[src/rtl/hub_pkg.sv]
`default_nettype none

package hub_pkg;

    // link counts and field widths
    localparam int DOWNSTREAM_COUNT = 2;
    localparam int FPGA_ID_WIDTH = 4;
    localparam int FIFO_ID_WIDTH = 2;
    localparam int MSG_WIDTH = 24;
    localparam int PAYLOAD_WIDTH = MSG_WIDTH - FPGA_ID_WIDTH - FIFO_ID_WIDTH;

    // physical flit widths, 2 flits upstream and 3 flits downstream per message
    localparam int UP_FLIT_WIDTH = 12;
    localparam int DOWN_FLIT_WIDTH = 8;

    // flit counter sized for the narrowest flit
    localparam int FLIT_CNT_WIDTH = $clog2(MSG_WIDTH / DOWN_FLIT_WIDTH);

    localparam int LINK_FIFO_DEPTH = 16;

    typedef struct packed {
        logic [FPGA_ID_WIDTH-1:0] dest_fpga_id;
        logic [FIFO_ID_WIDTH-1:0] fifo_id;
        logic [PAYLOAD_WIDTH-1:0] payload;
    } hub_msg_t;

    typedef logic [UP_FLIT_WIDTH-1:0] up_flit_t;
    typedef logic [DOWN_FLIT_WIDTH-1:0] down_flit_t;

    // one bit per output link, top bit is upstream
    typedef logic [DOWNSTREAM_COUNT:0] dest_mask_t;

    // fifo id reserved for the stage controller
    localparam logic [FIFO_ID_WIDTH-1:0] STAGE_CONTROLLER_ID = '1;

    // inclusive fpga id range served by each downstream port
    localparam logic [DOWNSTREAM_COUNT-1:0][FPGA_ID_WIDTH-1:0] ROUTE_LOW = {
        4'd4,
        4'd1
    };
    localparam logic [DOWNSTREAM_COUNT-1:0][FPGA_ID_WIDTH-1:0] ROUTE_HIGH = {
        4'd6,
        4'd3
    };

endpackage

`default_nettype wire

[src/rtl/link_fifo.sv]
`timescale 1ns/1ps
`default_nettype none

module link_fifo #(
    parameter type flit_t = logic [7:0],
    parameter int DEPTH = 16
) (
    input wire clk,
    input wire reset,
    input wire flit_t in_data,
    input wire in_valid,
    output logic in_ready,
    output flit_t out_data,
    output logic out_valid,
    input wire out_ready
);

    flit_t mem [DEPTH];
    logic [$clog2(DEPTH)-1:0] wr_ptr;
    logic [$clog2(DEPTH)-1:0] rd_ptr;
    logic [$clog2(DEPTH+1)-1:0] count;
    logic do_write;
    logic do_read;

    assign in_ready = (count != $bits(count)'(DEPTH));
    assign out_valid = (count != '0);
    assign out_data = mem[rd_ptr];

    assign do_write = in_valid && in_ready;
    assign do_read = out_valid && out_ready;

    always_ff @(posedge clk) begin
        if (do_write) begin
            mem[wr_ptr] <= in_data;
        end
    end

    // pointers wrap explicitly so DEPTH need not be a power of two
    always_ff @(posedge clk) begin
        if (reset) begin
            wr_ptr <= '0;
            rd_ptr <= '0;
            count <= '0;
        end else begin
            if (do_write) begin
                wr_ptr <= (wr_ptr == $bits(wr_ptr)'(DEPTH - 1)) ? '0 : wr_ptr + 1'b1;
            end
            if (do_read) begin
                rd_ptr <= (rd_ptr == $bits(rd_ptr)'(DEPTH - 1)) ? '0 : rd_ptr + 1'b1;
            end
            case ({do_write, do_read})
                2'b10: count <= count + 1'b1;
                2'b01: count <= count - 1'b1;
                default: count <= count;
            endcase
        end
    end

endmodule

`default_nettype wire

[src/rtl/flit_deserializer.sv]
`timescale 1ns/1ps
`default_nettype none

module flit_deserializer import hub_pkg::*; #(
    parameter type flit_t = logic [7:0]
) (
    input wire clk,
    input wire reset,
    input wire flit_t flit_data,
    input wire flit_valid,
    output logic flit_ready,
    output hub_msg_t msg,
    output logic msg_valid,
    input wire msg_taken
);

    logic [MSG_WIDTH-1:0] msg_reg;
    logic [FLIT_CNT_WIDTH-1:0] flit_cnt;
    logic flit_accept;
    logic last_flit;

    // stall the link while a whole message waits for the arbiter
    assign flit_ready = !msg_valid;
    assign flit_accept = flit_valid && flit_ready;
    assign last_flit = (flit_cnt == FLIT_CNT_WIDTH'(MSG_WIDTH / $bits(flit_t) - 1));

    assign msg = hub_msg_t'(msg_reg);

    // first flit ends up in the top bits
    always_ff @(posedge clk) begin
        if (flit_accept) begin
            msg_reg <= {msg_reg[MSG_WIDTH-$bits(flit_t)-1:0], flit_data};
        end
    end

    always_ff @(posedge clk) begin
        if (reset) begin
            flit_cnt <= '0;
            msg_valid <= 1'b0;
        end else begin
            if (flit_accept) begin
                if (last_flit) begin
                    flit_cnt <= '0;
                    msg_valid <= 1'b1;
                end else begin
                    flit_cnt <= flit_cnt + FLIT_CNT_WIDTH'(1);
                end
            end else if (msg_taken) begin
                msg_valid <= 1'b0;
            end
        end
    end

endmodule

`default_nettype wire

[src/rtl/flit_serializer.sv]
`timescale 1ns/1ps
`default_nettype none

module flit_serializer import hub_pkg::*; #(
    parameter type flit_t = logic [7:0]
) (
    input wire clk,
    input wire reset,
    input wire hub_msg_t msg,
    input wire msg_valid,
    output logic msg_ready,
    output flit_t flit_data,
    output logic flit_valid,
    input wire flit_ready
);

    logic [MSG_WIDTH-1:0] shift_reg;
    logic [FLIT_CNT_WIDTH-1:0] flit_cnt;
    logic msg_accept;
    logic flit_sent;
    logic last_flit;

    // idle whenever no flit is pending on the link
    assign msg_ready = !flit_valid;
    assign msg_accept = msg_valid && msg_ready;
    assign flit_sent = flit_valid && flit_ready;
    assign last_flit = (flit_cnt == FLIT_CNT_WIDTH'(MSG_WIDTH / $bits(flit_t) - 1));

    // most significant flit goes first
    assign flit_data = flit_t'(shift_reg[MSG_WIDTH-1 -: $bits(flit_t)]);

    always_ff @(posedge clk) begin
        if (msg_accept) begin
            shift_reg <= msg;
        end else if (flit_sent) begin
            shift_reg <= shift_reg << $bits(flit_t);
        end
    end

    always_ff @(posedge clk) begin
        if (reset) begin
            flit_valid <= 1'b0;
            flit_cnt <= '0;
        end else if (msg_accept) begin
            flit_valid <= 1'b1;
            flit_cnt <= '0;
        end else if (flit_sent) begin
            if (last_flit) begin
                flit_valid <= 1'b0;
                flit_cnt <= '0;
            end else begin
                flit_cnt <= flit_cnt + FLIT_CNT_WIDTH'(1);
            end
        end
    end

endmodule

`default_nettype wire

[src/rtl/message_arbiter.sv]
`timescale 1ns/1ps
`default_nettype none

module message_arbiter import hub_pkg::*; (
    input wire clk,
    input wire reset,
    input wire hub_msg_t up_msg,
    input wire up_valid,
    input wire hub_msg_t [DOWNSTREAM_COUNT-1:0] down_msg,
    input wire [DOWNSTREAM_COUNT-1:0] down_valid,
    input wire route_ready,
    output logic up_taken,
    output logic [DOWNSTREAM_COUNT-1:0] down_taken,
    output hub_msg_t sel_msg,
    output logic sel_valid,
    output logic sel_from_up
);

    logic [DOWNSTREAM_COUNT-1:0] down_grant;
    hub_msg_t down_pick_msg;

    // isolate the lowest set valid bit
    assign down_grant = down_valid & (~down_valid + DOWNSTREAM_COUNT'(1));

    always_comb begin
        down_pick_msg = '0;
        for (int i = 0; i < DOWNSTREAM_COUNT; i++) begin
            if (down_grant[i]) begin
                down_pick_msg = down_msg[i];
            end
        end
    end

    // upstream wins over every downstream link
    assign up_taken = route_ready && up_valid;
    assign down_taken = (route_ready && !up_valid) ? down_grant : '0;

    always_ff @(posedge clk) begin
        if (route_ready) begin
            sel_msg <= up_valid ? up_msg : down_pick_msg;
        end
    end

    always_ff @(posedge clk) begin
        if (reset) begin
            sel_valid <= 1'b0;
            sel_from_up <= 1'b0;
        end else if (route_ready) begin
            // nothing offered clears the selection
            sel_valid <= up_valid || (|down_valid);
            sel_from_up <= up_valid;
        end
    end

endmodule

`default_nettype wire

[src/rtl/route_stage.sv]
`timescale 1ns/1ps
`default_nettype none

module route_stage import hub_pkg::*; (
    input wire clk,
    input wire reset,
    input wire hub_msg_t sel_msg,
    input wire sel_valid,
    input wire sel_from_up,
    input wire dest_mask_t ser_ready,
    output logic route_ready,
    output hub_msg_t out_msg,
    output dest_mask_t out_issue
);

    dest_mask_t table_mask;
    dest_mask_t route_mask;
    logic is_stage_ctrl;

    // every serializer must be idle so a broadcast leaves in one cycle
    assign route_ready = &ser_ready;

    assign is_stage_ctrl = (sel_msg.fifo_id == STAGE_CONTROLLER_ID);

    // range lookup, unmatched ids go upstream
    always_comb begin
        table_mask = '0;
        for (int i = 0; i < DOWNSTREAM_COUNT; i++) begin
            table_mask[i] = (sel_msg.dest_fpga_id >= ROUTE_LOW[i])
                && (sel_msg.dest_fpga_id <= ROUTE_HIGH[i]);
        end
        table_mask[DOWNSTREAM_COUNT] = ~|table_mask[DOWNSTREAM_COUNT-1:0];
    end

    always_comb begin
        if (is_stage_ctrl && sel_from_up) begin
            // broadcast down the tree
            route_mask = {1'b0, {DOWNSTREAM_COUNT{1'b1}}};
        end else if (is_stage_ctrl) begin
            // report back toward the root
            route_mask = {1'b1, {DOWNSTREAM_COUNT{1'b0}}};
        end else begin
            route_mask = table_mask;
        end
    end

    always_ff @(posedge clk) begin
        if (route_ready) begin
            out_msg <= sel_msg;
        end
    end

    always_ff @(posedge clk) begin
        if (reset) begin
            out_issue <= '0;
        end else if (route_ready) begin
            out_issue <= sel_valid ? route_mask : '0;
        end
    end

endmodule

`default_nettype wire

[src/rtl/cluster_hub.sv]
`timescale 1ns/1ps
`default_nettype none

module cluster_hub import hub_pkg::*; (
    input wire clk,
    input wire reset,

    input wire up_flit_t upstream_in_data,
    input wire upstream_in_valid,
    output wire upstream_in_ready,
    output wire up_flit_t upstream_out_data,
    output wire upstream_out_valid,
    input wire upstream_out_ready,

    input wire down_flit_t [DOWNSTREAM_COUNT-1:0] downstream_in_data,
    input wire [DOWNSTREAM_COUNT-1:0] downstream_in_valid,
    output wire [DOWNSTREAM_COUNT-1:0] downstream_in_ready,
    output wire down_flit_t [DOWNSTREAM_COUNT-1:0] downstream_out_data,
    output wire [DOWNSTREAM_COUNT-1:0] downstream_out_valid,
    input wire [DOWNSTREAM_COUNT-1:0] downstream_out_ready,

    input wire [DOWNSTREAM_COUNT-1:0] downstream_has_message_flying,
    input wire [DOWNSTREAM_COUNT-1:0] downstream_has_odd_clusters,
    output logic upstream_has_message_flying,
    output logic upstream_has_odd_clusters
);

    wire up_flit_t up_fifo_data;
    wire up_fifo_valid;
    wire up_fifo_ready;
    wire hub_msg_t up_msg;
    wire up_msg_valid;
    wire up_msg_taken;

    wire hub_msg_t [DOWNSTREAM_COUNT-1:0] down_msg;
    wire [DOWNSTREAM_COUNT-1:0] down_msg_valid;
    wire [DOWNSTREAM_COUNT-1:0] down_msg_taken;

    wire hub_msg_t sel_msg;
    wire sel_valid;
    wire sel_from_up;
    wire route_ready;
    wire hub_msg_t out_msg;
    wire dest_mask_t out_issue;
    wire dest_mask_t ser_ready;

    // status toward the parent FPGA
    always_ff @(posedge clk) begin
        if (reset) begin
            upstream_has_odd_clusters <= 1'b0;
            upstream_has_message_flying <= 1'b0;
        end else begin
            upstream_has_odd_clusters <= |downstream_has_odd_clusters;
            upstream_has_message_flying <= (|downstream_has_message_flying)
                || upstream_in_valid || upstream_out_valid
                || (|downstream_in_valid) || (|downstream_out_valid);
        end
    end

    // upstream input path
    link_fifo #(.flit_t(up_flit_t), .DEPTH(LINK_FIFO_DEPTH)) i_up_fifo (
        .clk(clk),
        .reset(reset),
        .in_data(upstream_in_data),
        .in_valid(upstream_in_valid),
        .in_ready(upstream_in_ready),
        .out_data(up_fifo_data),
        .out_valid(up_fifo_valid),
        .out_ready(up_fifo_ready)
    );

    flit_deserializer #(.flit_t(up_flit_t)) i_up_deser (
        .clk(clk),
        .reset(reset),
        .flit_data(up_fifo_data),
        .flit_valid(up_fifo_valid),
        .flit_ready(up_fifo_ready),
        .msg(up_msg),
        .msg_valid(up_msg_valid),
        .msg_taken(up_msg_taken)
    );

    for (genvar i = 0; i < DOWNSTREAM_COUNT; i++) begin : g_down_in
        wire down_flit_t fifo_data;
        wire fifo_valid;
        wire fifo_ready;

        link_fifo #(.flit_t(down_flit_t), .DEPTH(LINK_FIFO_DEPTH)) i_fifo (
            .clk(clk),
            .reset(reset),
            .in_data(downstream_in_data[i]),
            .in_valid(downstream_in_valid[i]),
            .in_ready(downstream_in_ready[i]),
            .out_data(fifo_data),
            .out_valid(fifo_valid),
            .out_ready(fifo_ready)
        );

        flit_deserializer #(.flit_t(down_flit_t)) i_deser (
            .clk(clk),
            .reset(reset),
            .flit_data(fifo_data),
            .flit_valid(fifo_valid),
            .flit_ready(fifo_ready),
            .msg(down_msg[i]),
            .msg_valid(down_msg_valid[i]),
            .msg_taken(down_msg_taken[i])
        );
    end

    message_arbiter i_arbiter (
        .clk(clk),
        .reset(reset),
        .up_msg(up_msg),
        .up_valid(up_msg_valid),
        .down_msg(down_msg),
        .down_valid(down_msg_valid),
        .route_ready(route_ready),
        .up_taken(up_msg_taken),
        .down_taken(down_msg_taken),
        .sel_msg(sel_msg),
        .sel_valid(sel_valid),
        .sel_from_up(sel_from_up)
    );

    route_stage i_route (
        .clk(clk),
        .reset(reset),
        .sel_msg(sel_msg),
        .sel_valid(sel_valid),
        .sel_from_up(sel_from_up),
        .ser_ready(ser_ready),
        .route_ready(route_ready),
        .out_msg(out_msg),
        .out_issue(out_issue)
    );

    // output paths, issued together when every serializer is idle
    for (genvar i = 0; i < DOWNSTREAM_COUNT; i++) begin : g_down_out
        flit_serializer #(.flit_t(down_flit_t)) i_ser (
            .clk(clk),
            .reset(reset),
            .msg(out_msg),
            .msg_valid(out_issue[i] && route_ready),
            .msg_ready(ser_ready[i]),
            .flit_data(downstream_out_data[i]),
            .flit_valid(downstream_out_valid[i]),
            .flit_ready(downstream_out_ready[i])
        );
    end

    flit_serializer #(.flit_t(up_flit_t)) i_up_ser (
        .clk(clk),
        .reset(reset),
        .msg(out_msg),
        .msg_valid(out_issue[DOWNSTREAM_COUNT] && route_ready),
        .msg_ready(ser_ready[DOWNSTREAM_COUNT]),
        .flit_data(upstream_out_data),
        .flit_valid(upstream_out_valid),
        .flit_ready(upstream_out_ready)
    );

endmodule

`default_nettype wire

[config.mk]
export PLATFORM = sky130hd
export DESIGN_NAME = cluster_hub
export DESIGN_NICKNAME = d
export VERILOG_FILES = /design/src/rtl/hub_pkg.sv /design/src/rtl/link_fifo.sv /design/src/rtl/flit_deserializer.sv /design/src/rtl/flit_serializer.sv /design/src/rtl/message_arbiter.sv /design/src/rtl/route_stage.sv /design/src/rtl/cluster_hub.sv
export SDC_FILE = /design/constraint.sdc
export NUM_CORES = 1
export LEC_CHECK = 0
export ABC_AREA = 1
export BUFFER_PORTS_ARGS = -buffer_cell sky130_fd_sc_hd__buf_2
export CAP_MARGIN = 40
export CORE_ASPECT_RATIO = 0.7
export CORE_MARGIN = 4
export CORE_UTILIZATION = 58
export CTS_BUF_LIST = sky130_fd_sc_hd__clkbuf_8
export DETAILED_ROUTE_END_ITERATION = 6
export GPL_ROUTABILITY_DRIVEN = 0
export PLACE_DENSITY_LB_ADDON = 0.15
export SYNTH_ARGS = -nofsm -noshare
export SYNTH_HDL_FRONTEND = slang
export SYNTH_HIERARCHICAL = 1
export SYNTH_SLANG_ARGS = --single-unit
[constraint.sdc]
create_clock -name clk -period 3.6 [get_ports clk]
set_input_delay 0.9 -clock clk [delete_from_list [all_inputs] [get_ports clk]]
set_output_delay 0.9 -clock clk [all_outputs]
set_load 0.02 [all_outputs]
==> flow_summary.toml <==
[min_path]
holdPathEnd = "i_route/out_msg[14]$_DFFE_PP_"
min_from = "i_arbiter/sel_msg[14]$_DFFE_PP_"
whs_path_depth = 0
hold_class = "reg -> reg"

[grt]
antenna_found_initial = 1
grt_pass1_vias = 17430
grt_pass1_wl_microns = 100200
track_usage_pct = 23.62
grt_max_degree = 97
overflow = 0

[power]
power_mw = 23.31
peakVddDrop_v = 0.0003252
p_leak_nw = 12.51
p_per_area_mw_per_mm2 = 715.7

[setup_path]
cp_max_fo = 4
cp-start-kind = "flop"
timing.rr.start = "i_up_ser/flit_valid$_SDFFE_PP0P_"
path_class = "reg -> out"
worstSetupEndpointType = "primary output"
r2r_end = "i_up_ser/shift_reg[22]$_DFFE_PP_"
r2r_setup_slack_ps = 980
rr_worst_depth = 8
arrival_ps = 1740
required_ps = 2700

[yosys]
avgSynthCellArea_sq_um = 11.71
synthArstFlopShare_pct = 0
synth_ff_type = "edfxtp_1"
ys_top_cells_by_area = "edfxtp_1 (64%), dfxtp_1 (5.1%), nand2_1 (4.7%)"
syn_inst = 2573
synth-edff-count = 640
yosysSeqAreaShare_pct = 68.85
syn-num-nets = 2637
synthDistinctLibCells = 37
yosys_warnings = 6
ys_ff_latch = 716
synth_area_sq_mm = 0.03012
post-synth-top-area-fraction_pct = 63.80
synth_largest_area_cell = "edfxtp_1"

[sta]
clock-skew-final_ps = 27.42
tightest_slew_ps = 958.4
maxSlewViolCount = 0
finalCritPeriodShare_pct = 73.35
slew_headroom_pct = 35.87
hold_violations = 0
clock.fmax_ghz = 0.3787
fin_ws_ps = 959.3
rsz0062_at_grt = "false"
post-route-min-period_ps = 2641
finalSetupViolCount = 0
fin_setup_tns_ps = 0

[final_layout]
num-fill-cells = 3891
top_register = "g_down_in.i_fifo/mem"
largest_register_ffs = 256
reg_top3 = "g_down_in.i_fifo/mem: 256 flops, i_up_fifo/mem: 192 flops"
diodes = 0
area_growth_pct = 8.117
final_cells = 3405
fin_nets = 2709
drive_gt1_share_pct = 12.78

[drt]
vias_per_cell = 5.590
dr.pass1.iters = 5
drcViolationCount = 0
post_drt_wl_per_cell_microns = 19.48
drtIter0Drc = 2230
antenna_left = 0
via_count = 19040
wl_microns = 66310

[floorplan]
boundaryPins = 76
core_sq_mm = 0.05102
die_height_microns = 198.7
dieArea_sq_mm = 0.05570
num_rows = 69
start_util_pct = 59.04
die_w_microns = 280.4

[clock_network]
cts_resized = 0
numCtsBuffers = 104
clock-root-buffer = "clkbuf_8"
cts_num_sinks = 716
insertion_delay_ps = 700
htreeDepth = 3
cts_tree = "yes"
cts_hold_buf = 0
postCtsSetupRepairBufs = 0
cts_buffer_depth = 3
clk_pin_slew_ps = 60

[placed_design]
io_buffers = 75
place_hpwl_microns = 42740
pre_cts_ws_ps = 932.1
placed_cells = 3210

[flow_run]
max-cap-violations = 0

[status]
status = "finished, final reports clean"
[cell usage in the layout, fill, tap and decap left out, types with 6 or more instances in the layout]
| cell | Yosys | layout |
|---|---|---|
| ha_1 | 24 | 24 |
| xnor2_1 | 6 | 6 |
| buf_2 | 45 | 75 |
| nor2_1 | 160 | 160 |
| nand3_1 | 259 | 259 |
| nor3_1 | 7 | 7 |
| clkbuf_8 | 0 | 117 |
| o211ai_2 | 20 | 20 |
| edfxtp_1 | 640 | 640 |
| nand2_2 | 17 | 17 |
| clkinv_1 | 1 | 19 |
| inv_1 | 353 | 394 |
| a21oi_1 | 177 | 177 |
| xor2_1 | 8 | 8 |
| inv_2 | 6 | 7 |
| o21ai_0 | 133 | 133 |
| a21oi_2 | 23 | 23 |
| nand2_1 | 381 | 381 |
| clkinv_2 | 0 | 13 |
| nand3_2 | 19 | 19 |
| o211ai_1 | 92 | 92 |
| dfxtp_1 | 76 | 70 |
| buf_4 | 43 | 31 |
[layout make-up]
class | instances | area (sq um) | share of cell area, %
sequential | 716 | 20750 | 63.73
multi-input combinational | 1349 | 6974 | 21.42
clock inverter | 75 | 314.1 | 0.9643
clock buffer | 117 | 1610 | 4.945
inverter | 364 | 1381 | 4.242
timing repair buffer | 110 | 688.2 | 2.113
tap | 674 | 843.3 | 2.590
[cells in the mapped netlist, types with 2 or more instances]
cell,instances
nor2_1,160
o211ai_1,92
a21oi_1,177
clkbuf_1,22
o21ai_0,133
nand3_1,259
buf_8,2
nor2_2,4
inv_1,353
a21oi_2,23
edfxtp_1,640
inv_2,6
nor2_4,2
nand4_2,2
xor2_1,8
ha_1,24
nand4_1,4
inv_4,3
xnor2_1,6
nand2_2,17
buf_4,43
nand3b_1,3
nand2_1,381
buf_2,45
nand2_8,2
buf_6,24
dfxtp_1,76
nand3_2,19
o211ai_2,20
o21ai_1,4
buf_1,4
nor3_1,7
buf_12,4
[kinds of logic (layout without fill, tap and decap cells)]
group | after synthesis | after routing | share of synthesized area (%)
AOI/OAI and AO/OA | 450 | 450 | 9.035
xor gates and xnor gates | 14 | 14 | 0.4071
adders and majority gates | 24 | 24 | 0.9969
buffers and inverters | 508 | 666 | 7.992
DFF | 716 | 716 | 68.85
and+or+nand+nor | 861 | 861 | 12.71
[worst max path at each step]
stage                                                start  cells past startpoint  slack (ps)                                              to
2_1_floorplan  g_down_out[0].i_ser/flit_valid$_SDFFE_PP0P_                     10         190  g_down_out[1].i_ser/shift_reg[0]$_SDFFCE_PN0P_
3_3_place_gp                             upstream_in_valid                      5        1060                   i_up_fifo/mem[4][2]$_DFFE_PP_
3_5_place_dp                             upstream_in_valid                      5         930                  i_up_fifo/mem[13][5]$_DFFE_PP_
4_1_cts                    i_up_fifo/count[2]$_SDFFE_PP0P_                      3         940                               upstream_in_ready
5_1_grt                   i_up_ser/flit_valid$_SDFFE_PP0P_                      8         820                i_up_ser/shift_reg[22]$_DFFE_PP_
6_report                   i_up_fifo/count[1]$_SDFFE_PP0P_                      3         960                               upstream_in_ready
[stage by stage]
stage	hold slack (ps)	util, %	cell area (sq um)
after floorplan	400.3	-	30120
after global placement	404.3	59.94	30580
after detailed placement	405.2	60.01	30620
after CTS	357.1	63.78	32540
after global routing	397.1	63.83	32570
final	417.3	63.83	32570
[layer usage]
metal	part of all wire, %	vias to the layer above	global-route usage, %	routed length [microns]
li1	-	9002	-	-
met1	46	9092	37.42	30720
met2	42	845	32.98	27880
met3	9.8	94	5.902	6508
met4	1.8	2	5.739	1188
met5	0.020	-	0	13
[worst max-delay path, stage by stage (launching register included)]
cell     delay [ps]
dfxtp_1         340
nor2_1          170
nand4_1         280
buf_2           280
[power breakdown]
group	internal [mW]	switching, mW	leakage (nW)
logic	1.70	3.93	4.76
clock network	2.97	3.01	1.15
registers	10.6	1.06	6.60
total	15.3	8.00	12.5
No activity file was read; power rests on OpenSTA's default activity.
